$ cat config.mk
export PLATFORM = sky130hd
export DESIGN_NAME = device_handler
export DESIGN_NICKNAME = d
export VERILOG_FILES = /design/src/spi_cmd_pkg.sv /design/src/dds_pkg.sv /design/src/dds_cfg_if.sv /design/src/spi_frame_rx.sv /design/src/cmd_ctrl.sv /design/src/phase_accum.sv /design/src/wave_table.sv /design/src/device_handler.sv
export SDC_FILE = /design/constraint.sdc
export NUM_CORES = 2
export LEC_CHECK = 0
export BUFFER_PORTS_ARGS = -buffer_cell sky130_fd_sc_hd__buf_2
export CELL_PAD_IN_SITES_DETAIL_PLACEMENT = 0
export CELL_PAD_IN_SITES_GLOBAL_PLACEMENT = 1
export CORE_MARGIN = 2
export CORE_UTILIZATION = 49
export DETAILED_ROUTE_END_ITERATION = 10
export MAX_ROUTING_LAYER = met4
export PLACE_DENSITY_LB_ADDON = 0.1
export SLEW_MARGIN = 10
export SYNTH_ARGS = -nofsm -noshare
export SYNTH_HDL_FRONTEND = slang
export SYNTH_SLANG_ARGS = --single-unit
export TNS_END_PERCENT = 100
$ cat constraint.sdc
create_clock -name clk -period 6.9 [get_ports clk]
set_input_delay 0.69 -clock clk [delete_from_list [all_inputs] [get_ports clk]]
set_output_delay 0.69 -clock clk [all_outputs]
set_load 0.01 [all_outputs]
$ cat src/spi_cmd_pkg.sv
`default_nettype none

package spi_cmd_pkg;

    // ~~~~~~~~~~~~~~~~~~~~~~~~~~~~~~~~~~~~~~~
    // Pin and frame sizes
    // ~~~~~~~~~~~~~~~~~~~~~~~~~~~~~~~~~~~~~~~
    localparam int SPI_BITS    = 3;
    localparam int FRAME_BITS  = 36;
    localparam int FRAME_BEATS = FRAME_BITS / SPI_BITS;
    localparam int REPLY_BITS  = 32;
    localparam int ID_BITS     = 4;

    // Field positions inside a received frame
    localparam int ID_LSB   = 0;
    localparam int ID_MSB   = ID_LSB + ID_BITS - 1;
    localparam int MODE_LSB = 4;
    localparam int MODE_MSB = 7;
    localparam int ADDR_LSB = 4;
    localparam int ADDR_MSB = 11;
    localparam int DATA_LSB = 12;
    localparam int DATA_MSB = 19;
    localparam int CODE_LSB = 4;
    localparam int CODE_MSB = 35;

    typedef enum logic [ID_BITS-1:0] {
        DEV_MODE      = 4'd0,
        DEV_TABLE     = 4'd1,
        DEV_CODE      = 4'd2,
        DEV_PHASE_CLR = 4'd3
    } dev_id_t;

endpackage

`default_nettype wire

$ cat src/dds_pkg.sv
`default_nettype none

package dds_pkg;

    // ~~~~~~~~~~~~~~~~~~~~~~~~~~~~~~~~~~~~~~~
    // Generator datapath widths
    // ~~~~~~~~~~~~~~~~~~~~~~~~~~~~~~~~~~~~~~~
    localparam int PHASE_BITS      = 32;
    localparam int TABLE_ADDR_BITS = 8;
    localparam int TABLE_DATA_BITS = 8;
    localparam int TABLE_DEPTH     = 1 << TABLE_ADDR_BITS;

    // Module pins
    localparam int IO_BITS = 10;

    localparam int MODE_BITS = 4;

    // Output mode of the pin group
    typedef enum logic [MODE_BITS-1:0] {
        MODE_NONE = 4'd0,
        MODE_DDS  = 4'd1
    } mode_t;

endpackage

`default_nettype wire

$ cat src/dds_cfg_if.sv
`timescale 1ns/10ps
`default_nettype none

interface dds_cfg_if;

    dds_pkg::mode_t                       mode;
    logic                                 table_we;
    logic [dds_pkg::TABLE_ADDR_BITS-1:0]  table_addr;
    logic [dds_pkg::TABLE_DATA_BITS-1:0]  table_data;
    logic [dds_pkg::PHASE_BITS-1:0]       code;
    logic                                 phase_clr;

    // Command side drives everything
    modport ctrl (
        output mode, table_we, table_addr, table_data, code, phase_clr
    );

    modport accum (
        input code, phase_clr
    );

    // Waveform memory and pin stage
    modport tbl (
        input mode, table_we, table_addr, table_data
    );

endinterface

`default_nettype wire

$ cat src/spi_frame_rx.sv
`timescale 1ns/10ps
`default_nettype none

module spi_frame_rx (
    input  wire                                  clk,
    input  wire                                  nreset,
    input  wire                                  sclk,
    input  wire                                  sncs,
    input  wire  [spi_cmd_pkg::SPI_BITS-1:0]     sdi,
    input  wire  [spi_cmd_pkg::REPLY_BITS-1:0]   reply_word,
    output logic [spi_cmd_pkg::SPI_BITS-1:0]     sdo,
    output logic                                 frame_valid,
    output logic [spi_cmd_pkg::FRAME_BITS-1:0]   frame_data
);

    logic [1:0]                            sclk_sync;
    logic [1:0]                            sncs_sync;
    logic [spi_cmd_pkg::SPI_BITS-1:0]      sdi_meta;
    logic [spi_cmd_pkg::SPI_BITS-1:0]      sdi_s;
    logic                                  sclk_d;
    logic                                  sncs_d;
    logic                                  sclk_rise;
    logic                                  sncs_rise;
    logic                                  sncs_fall;
    logic [spi_cmd_pkg::FRAME_BITS-1:0]    frame_q;
    logic [spi_cmd_pkg::REPLY_BITS-1:0]    reply_q;

    // ~~~~~~~~~~~~~~~~~~~~~~~~~~~~~~~~~~~~~~~
    // Pin synchronizers and edge detect
    // ~~~~~~~~~~~~~~~~~~~~~~~~~~~~~~~~~~~~~~~
    always_ff @(posedge clk) begin
        if (!nreset) begin
            sclk_sync   <= 2'b00;
            sncs_sync   <= 2'b11;
            sclk_d      <= 1'b0;
            sncs_d      <= 1'b1;
            frame_valid <= 1'b0;
        end else begin
            sclk_sync   <= {sclk_sync[0], sclk};
            sncs_sync   <= {sncs_sync[0], sncs};
            sclk_d      <= sclk_sync[1];
            sncs_d      <= sncs_sync[1];
            frame_valid <= sncs_rise;
        end
    end

    // Data lanes, same depth as sclk so they stay aligned
    always_ff @(posedge clk) begin
        sdi_meta <= sdi;
        sdi_s    <= sdi_meta;
    end

    assign sclk_rise = sclk_sync[1] & ~sclk_d;
    assign sncs_rise = sncs_sync[1] & ~sncs_d;
    assign sncs_fall = ~sncs_sync[1] & sncs_d;

    // ~~~~~~~~~~~~~~~~~~~~~~~~~~~~~~~~~~~~~~~
    // Frame and reply shifters
    // ~~~~~~~~~~~~~~~~~~~~~~~~~~~~~~~~~~~~~~~
    always_ff @(posedge clk) begin
        if (sclk_rise && !sncs_sync[1]) begin
            frame_q <= {frame_q[spi_cmd_pkg::FRAME_BITS-spi_cmd_pkg::SPI_BITS-1:0], sdi_s};
        end
    end

    always_ff @(posedge clk) begin
        if (sncs_fall) begin
            reply_q <= reply_word;
        end else if (sclk_rise && !sncs_sync[1]) begin
            reply_q <= {reply_q[spi_cmd_pkg::REPLY_BITS-spi_cmd_pkg::SPI_BITS-1:0],
                        {spi_cmd_pkg::SPI_BITS{1'b0}}};
        end
    end

    assign frame_data = frame_q;

    // MSB lane group first, idle high
    assign sdo = sncs_sync[1] ? {spi_cmd_pkg::SPI_BITS{1'b1}}
                              : reply_q[spi_cmd_pkg::REPLY_BITS-1 -: spi_cmd_pkg::SPI_BITS];

    // One decode per sncs rise
    frame_valid_single_a : assert property (
        @(posedge clk) disable iff (!nreset)
        frame_valid |=> !frame_valid
    );

endmodule

`default_nettype wire

$ cat src/cmd_ctrl.sv
`timescale 1ns/10ps
`default_nettype none

module cmd_ctrl (
    input  wire                                  clk,
    input  wire                                  nreset,
    input  wire                                  frame_valid,
    input  wire  [spi_cmd_pkg::FRAME_BITS-1:0]   frame_data,
    output logic [spi_cmd_pkg::REPLY_BITS-1:0]   reply_word,
    dds_cfg_if.ctrl                              cfg
);

    typedef enum logic [2:0] {
        IDLE,
        DECODE,
        SET_MODE,
        WRITE_TABLE,
        LOAD_CODE,
        CLEAR_PHASE
    } state_t;

    state_t                          state;
    spi_cmd_pkg::dev_id_t            frame_id;
    dds_pkg::mode_t                  mode_q;
    logic [dds_pkg::PHASE_BITS-1:0]  code_q;

    assign frame_id = spi_cmd_pkg::dev_id_t'(
        frame_data[spi_cmd_pkg::ID_MSB:spi_cmd_pkg::ID_LSB]);

    // ~~~~~~~~~~~~~~~~~~~~~~~~~~~~~~~~~~~~~~~
    // Command FSM
    // ~~~~~~~~~~~~~~~~~~~~~~~~~~~~~~~~~~~~~~~
    always_ff @(posedge clk) begin
        if (!nreset) begin
            state  <= IDLE;
            mode_q <= dds_pkg::MODE_NONE;
            code_q <= '0;
        end else begin
            case (state)
                IDLE: begin
                    if (frame_valid) begin
                        state <= DECODE;
                    end
                end
                DECODE: begin
                    // Mode and code become visible in the action state
                    case (frame_id)
                        spi_cmd_pkg::DEV_MODE: begin
                            state  <= SET_MODE;
                            mode_q <= dds_pkg::mode_t'(
                                frame_data[spi_cmd_pkg::MODE_MSB:spi_cmd_pkg::MODE_LSB]);
                        end
                        spi_cmd_pkg::DEV_TABLE: state <= WRITE_TABLE;
                        spi_cmd_pkg::DEV_CODE: begin
                            state  <= LOAD_CODE;
                            code_q <= frame_data[spi_cmd_pkg::CODE_MSB:spi_cmd_pkg::CODE_LSB];
                        end
                        spi_cmd_pkg::DEV_PHASE_CLR: state <= CLEAR_PHASE;
                        default: state <= IDLE;
                    endcase
                end
                default: state <= IDLE;
            endcase
        end
    end

    assign cfg.mode       = mode_q;
    assign cfg.code       = code_q;
    assign cfg.table_we   = (state == WRITE_TABLE);
    assign cfg.phase_clr  = (state == CLEAR_PHASE);
    assign cfg.table_addr = frame_data[spi_cmd_pkg::ADDR_MSB:spi_cmd_pkg::ADDR_LSB];
    assign cfg.table_data = frame_data[spi_cmd_pkg::DATA_MSB:spi_cmd_pkg::DATA_LSB];

    assign reply_word = code_q;

    strobes_exclusive_a : assert property (
        @(posedge clk) disable iff (!nreset)
        !(cfg.table_we && cfg.phase_clr)
    );

    // Frames are far apart, so decode is always done when the next one lands
    frame_while_idle_a : assert property (
        @(posedge clk) disable iff (!nreset)
        frame_valid |-> (state == IDLE)
    );

endmodule

`default_nettype wire

$ cat src/phase_accum.sv
`timescale 1ns/10ps
`default_nettype none

module phase_accum (
    input  wire                                  clk,
    input  wire                                  nreset,
    dds_cfg_if.accum                             cfg,
    output logic [dds_pkg::TABLE_ADDR_BITS-1:0]  table_index
);

    logic [dds_pkg::PHASE_BITS-1:0] phase_q;

    // ~~~~~~~~~~~~~~~~~~~~~~~~~~~~~~~~~~~~~~~
    // Phase accumulator
    // ~~~~~~~~~~~~~~~~~~~~~~~~~~~~~~~~~~~~~~~
    always_ff @(posedge clk) begin
        if (!nreset) begin
            phase_q <= '0;
        end else if (cfg.phase_clr) begin
            phase_q <= '0;
        end else begin
            // Wraps freely at 2^32
            phase_q <= phase_q + cfg.code;
        end
    end

    // Top bits index the waveform table
    assign table_index = phase_q[dds_pkg::PHASE_BITS-1 -: dds_pkg::TABLE_ADDR_BITS];

    phase_clr_zero_a : assert property (
        @(posedge clk) disable iff (!nreset)
        cfg.phase_clr |=> (phase_q == '0)
    );

endmodule

`default_nettype wire

$ cat src/wave_table.sv
`timescale 1ns/10ps
`default_nettype none

module wave_table (
    input  wire                                  clk,
    input  wire                                  nreset,
    input  wire  [dds_pkg::TABLE_ADDR_BITS-1:0]  table_index,
    dds_cfg_if.tbl                               cfg,
    output logic [dds_pkg::IO_BITS-1:0]          module_out,
    output logic [dds_pkg::IO_BITS-1:0]          module_oe
);

    logic [dds_pkg::TABLE_DATA_BITS-1:0] mem [dds_pkg::TABLE_DEPTH];
    logic [dds_pkg::TABLE_DATA_BITS-1:0] rd_q;

    // ~~~~~~~~~~~~~~~~~~~~~~~~~~~~~~~~~~~~~~~
    // Waveform memory
    // ~~~~~~~~~~~~~~~~~~~~~~~~~~~~~~~~~~~~~~~
    always_ff @(posedge clk) begin
        if (cfg.table_we) begin
            mem[cfg.table_addr] <= cfg.table_data;
        end
    end

    // Registered lookup at the phase index
    always_ff @(posedge clk) begin
        rd_q <= mem[table_index];
    end

    // ~~~~~~~~~~~~~~~~~~~~~~~~~~~~~~~~~~~~~~~
    // Pin drive
    // ~~~~~~~~~~~~~~~~~~~~~~~~~~~~~~~~~~~~~~~
    always_ff @(posedge clk) begin
        if (!nreset) begin
            module_out <= '0;
            module_oe  <= '0;
        end else begin
            case (cfg.mode)
                dds_pkg::MODE_DDS: begin
                    // Byte on the low pins, upper pins driven low
                    module_out <= {{(dds_pkg::IO_BITS-dds_pkg::TABLE_DATA_BITS){1'b0}}, rd_q};
                    module_oe  <= '1;
                end
                default: begin
                    module_out <= '0;
                    module_oe  <= '0;
                end
            endcase
        end
    end

endmodule

`default_nettype wire

$ cat src/device_handler.sv
`timescale 1ns/10ps
`default_nettype none

module device_handler (
    input  wire                               clk,
    input  wire                               nreset,
    input  wire  [spi_cmd_pkg::SPI_BITS-1:0]  sdi,
    output wire  [spi_cmd_pkg::SPI_BITS-1:0]  sdo,
    input  wire                               sclk,
    input  wire                               sncs,
    input  wire  [dds_pkg::IO_BITS-1:0]       module_in,
    output wire  [dds_pkg::IO_BITS-1:0]       module_out,
    output wire  [dds_pkg::IO_BITS-1:0]       module_oe
);

    wire                                  frame_valid;
    wire [spi_cmd_pkg::FRAME_BITS-1:0]    frame_data;
    wire [spi_cmd_pkg::REPLY_BITS-1:0]    reply_word;
    wire [dds_pkg::TABLE_ADDR_BITS-1:0]   table_index;

    dds_cfg_if cfg_if ();

    spi_frame_rx spi_frame_rx_i (
        .clk         (clk),
        .nreset      (nreset),
        .sclk        (sclk),
        .sncs        (sncs),
        .sdi         (sdi),
        .reply_word  (reply_word),
        .sdo         (sdo),
        .frame_valid (frame_valid),
        .frame_data  (frame_data)
    );

    cmd_ctrl cmd_ctrl_i (
        .clk         (clk),
        .nreset      (nreset),
        .frame_valid (frame_valid),
        .frame_data  (frame_data),
        .reply_word  (reply_word),
        .cfg         (cfg_if.ctrl)
    );

    phase_accum phase_accum_i (
        .clk         (clk),
        .nreset      (nreset),
        .cfg         (cfg_if.accum),
        .table_index (table_index)
    );

    wave_table wave_table_i (
        .clk         (clk),
        .nreset      (nreset),
        .table_index (table_index),
        .cfg         (cfg_if.tbl),
        .module_out  (module_out),
        .module_oe   (module_oe)
    );

endmodule

`default_nettype wire

==> summary.md <==
| Metric | Value |
|---|---|
| Status | completed |
| CTS resizes | 0 |
| Hold violation count in the final report | 0 |
| All-Layer GR Usage | 22.8% |
| Inst Count DP | 6191 |
| Fillers | 13132 |
| Worst slew margin | 5.23% |
| Final Util | 55.3% |
| CTS tree | yes |
| Final setup fails | 0 |
| Total core area | 174000 µm² |
| CTS sink count | 2217 |
| Post-synth EDFFs | 2116 |
| Clk Latency, worst-skew pair | 0.89 ns |
| Residual DRC | 0 |
| Worst-path maximum fanout | 36 |
| Hold crit path type | flop to flop |
| CP max stage delay | 0.93 ns |
| Distinct cells, synth | 58 |
| Inserted Clock Buffers | 221 |
| Internal | 21.3 mW |
| Slowest cell on the critical path | dfxtp_4 |
| Combinational share of power | 0.3% |
| Fmax | 0.250 GHz |
| Cell area after layout | 96300 µm² |
| Die width | 423 µm |
| First-pass GRT wire length | 286000 µm |
| Yosys Warn Count | 0 |
| CTS clk-pin slew, worst paths | 0.06 ns |
| Clock power share | 45.0% |
| Slew @ Worst Pin | 1.42 ns |
| Critical path required time | 7.62 ns |
| Vias | 39363 |
| Vias in the first global route | 39844 |
| Post-layout min period | 4.00 ns |
| Largest net degree at the start of global routing | 225 |
| Max cap viols | 0 |
| Critical path startpoint category | flop |
| Root Buffer | clkbuf_16 |
| H-tree depth | 4 |
| Peak supply drop | 0.223 mV |
| Post-route insts no fill | 6611 |
| Critical Path End Type | flop |
| Area of placed instances | 89000 µm² |
| Synthesized area | 86200 µm² |
| Initial antenna violation count | 4 |
| Count leader, synth | edfxtp_1 |
| Crit-path cells | buf_4 > mux4_2 > mux4_2 > mux2i_1 > o21ai_0 > nor3_1 > nor3_1 |
| Leak | 28.7 nW |
| Ys async rst share | 0% |
| Layout area overhead | 11.8% |
| Post-synth top area cell | edfxtp_1 |
| Die outline area | 179000 µm² |
| Clock Skew | 0.0391 ns |
| Total global routing overflow | 0 |
| DR vias/cell | 5.95 |
| Crit path DAT | 4.72 ns |
| Final slew viol count | 0 |
| WS Path Type | flop to flop |
| Per-cell routed wire length | 29.7 µm |
| Chip Height | 423 µm |
| Sequential Power Share | 54.8% |
| Initial Util | 49.5% |
| Synth area leaders | edfxtp_1 (74%), mux4_2 (16%), dfxtp_1 (2.3%) |
| I/O Buffers | 27 |
| Post-synth top area share | 73.7% |
| I/O pin cnt | 40 |
| Net switching power | 5.23 mW |
| Avg Cell Area, Syn | 21.5 µm² |
| DRT antenna net count | 0 |
| Final worst-path cycle share | 58.0% |
| Share of cells above drive strength 1 | 25.4% |
| Rows | 153 |
| RSZ-0062 raised after global routing | no |
| Setup ws final | 2.90 ns |
| Worst hold slack | 0.327 ns |
| Commonest cells post-synth | edfxtp_1 (2116), mux4_2 (625), nor2_1 (295), clkbuf_1 (133), nand2_1 (115) |
| Multi-input logic area | 19600 µm² |
| Setup TNS | 0 ns |
| Top FF cell, synth | edfxtp_1 |
| Clock tree buffer depth | 3 |
| Register Area | 65600 µm² |
| Syn Inst Count | 3999 |
| Placer Congestion | 0.817 |
| Post-DP HPWL | 112000 µm |
| Register bit count reported by yosys | 2217 |
| Pwr/cell area | 276 nW/µm² |
| Sequential share of the synthesized area | 76.1% |
| Switching Fraction | 19.7% |
| Total design power | 26.6 mW |
| Drt pass-1 iters | 5 |
| Routed wire length | 196000 µm |
| NumNets Final | 4143 |
| DRT iter0 DRCs | 4316 |
| Pre-CTS WS | 2.89 ns |
[layer usage]
layer | global-route usage [%] | wire length, µm
met1 | 32.4 | 85400
met2 | 34.7 | 95100
met3 | 3.83 | 11100
met4 | 5.77 | 4480
met5 | - | 0
[layout make-up]
class	instances	share of cell area [%]
inverter	15	0.0585
sequential	2217	68.1
multi-input combinational	1541	20.3
clock buffer	287	6.11
tap	2325	3.02
clock inverter	126	1.40
antenna	2	0.00520
timing repair buffer	98	0.954
[power by group through the flow]
stage | clock network [mW] | registers (mW) | logic (mW)
after floorplan | 0 | 14.8 | 0.0341
after global placement | 0 | 14.8 | 0.0670
after detailed placement | 0 | 14.8 | 0.0684
after CTS | 12.2 | 14.5 | 0.0707
after global routing | 12.7 | 14.5 | 0.0758
final | 11.9 | 14.5 | 0.0692
[timing repair]
item                                    4_1_cts  5_1_grt
endpoints found under the setup margin        0        0
hold buffers                                  5        0
hold endpoints to repair                      5        0
setup buffers                                 0        0
[final timing paths]
path / start / end / slack (ns) / cells after the start
setup / recovery: phase_accum_i.phase_q[24]$_SDFF_PP0_ / wave_table_i.rd_q[7]$_DFF_P_ / 2.90 / 7
hold / removal: spi_frame_rx_i.sdi_meta[1]$_DFF_P_ / spi_frame_rx_i.sdi_s[1]$_DFF_P_ / 0.33 / 0
setup reg to reg: phase_accum_i.phase_q[24]$_SDFF_PP0_ / wave_table_i.rd_q[7]$_DFF_P_ / 2.90 / 7
hold reg to reg: spi_frame_rx_i.sdi_meta[1]$_DFF_P_ / spi_frame_rx_i.sdi_s[1]$_DFF_P_ / 0.33 / 0
[cell families (layout without fill, tap and decap cells)]
kind of cell             after synthesis  count (layout)  share of synthesized area (%)
AO/OA/AOI/OAI                        186             186                           1.43
XOR/XNOR                              17              17                          0.173
adder cells (fa/ha/maj)               32              32                          0.473
buffers and inverters                242             526                           1.25
flip-flops                          2217            2217                           76.1
multiplexers                         740             740                           17.7
other                                  1               4                        0.00435
AND/OR/NAND/NOR                      564             564                           2.87
[worst max-delay path: cells and delay by family, from the launching register on]
family | cells | cell delay (ns)
muxes | 3 | 1.37
DFF | 1 | 0.93
and+or+nand+nor | 2 | 0.72
AOI/OAI and AO/OA | 1 | 0.29
buffers and inverters | 1 | 0.49
[state kept, by name (all words and copies together) (netlist names), 3 cells and up]
| name | count |
|---|---|
| spi_frame_rx_i.sdi_s | 3 |
| spi_frame_rx_i.reply_q | 32 |
| wave_table_i.module_out | 8 |
| spi_frame_rx_i.frame_data | 36 |
| wave_table_i.rd_q | 8 |
| phase_accum_i.phase_q | 32 |
| wave_table_i.mem | 2048 |
| cmd_ctrl_i.state | 3 |
| cmd_ctrl_i.cfg.code | 32 |
| cmd_ctrl_i.cfg.mode | 4 |
| spi_frame_rx_i.sdi_meta | 3 |
[placed cells by master, fill, tap and decap left out, drive strengths merged, types with 16 or more instances in the layout]
cell / Yosys / routed
clkinv: 0 / 92
nor3: 37 / 37
clkbuf: 134 / 287
mux2i: 86 / 86
ha: 31 / 31
nand3: 23 / 23
inv: 15 / 22
nor2: 295 / 295
a21boi: 34 / 34
nand2: 115 / 115
nand3b: 20 / 20
bufinv: 0 / 19
buf: 93 / 93
o21ai: 35 / 35
mux4: 625 / 625
a21oi: 26 / 26
a21o: 16 / 16
mux2: 29 / 29
dfxtp: 101 / 101
o22ai: 18 / 18
edfxtp: 2116 / 2116
(Power assumes the default switching activity.)
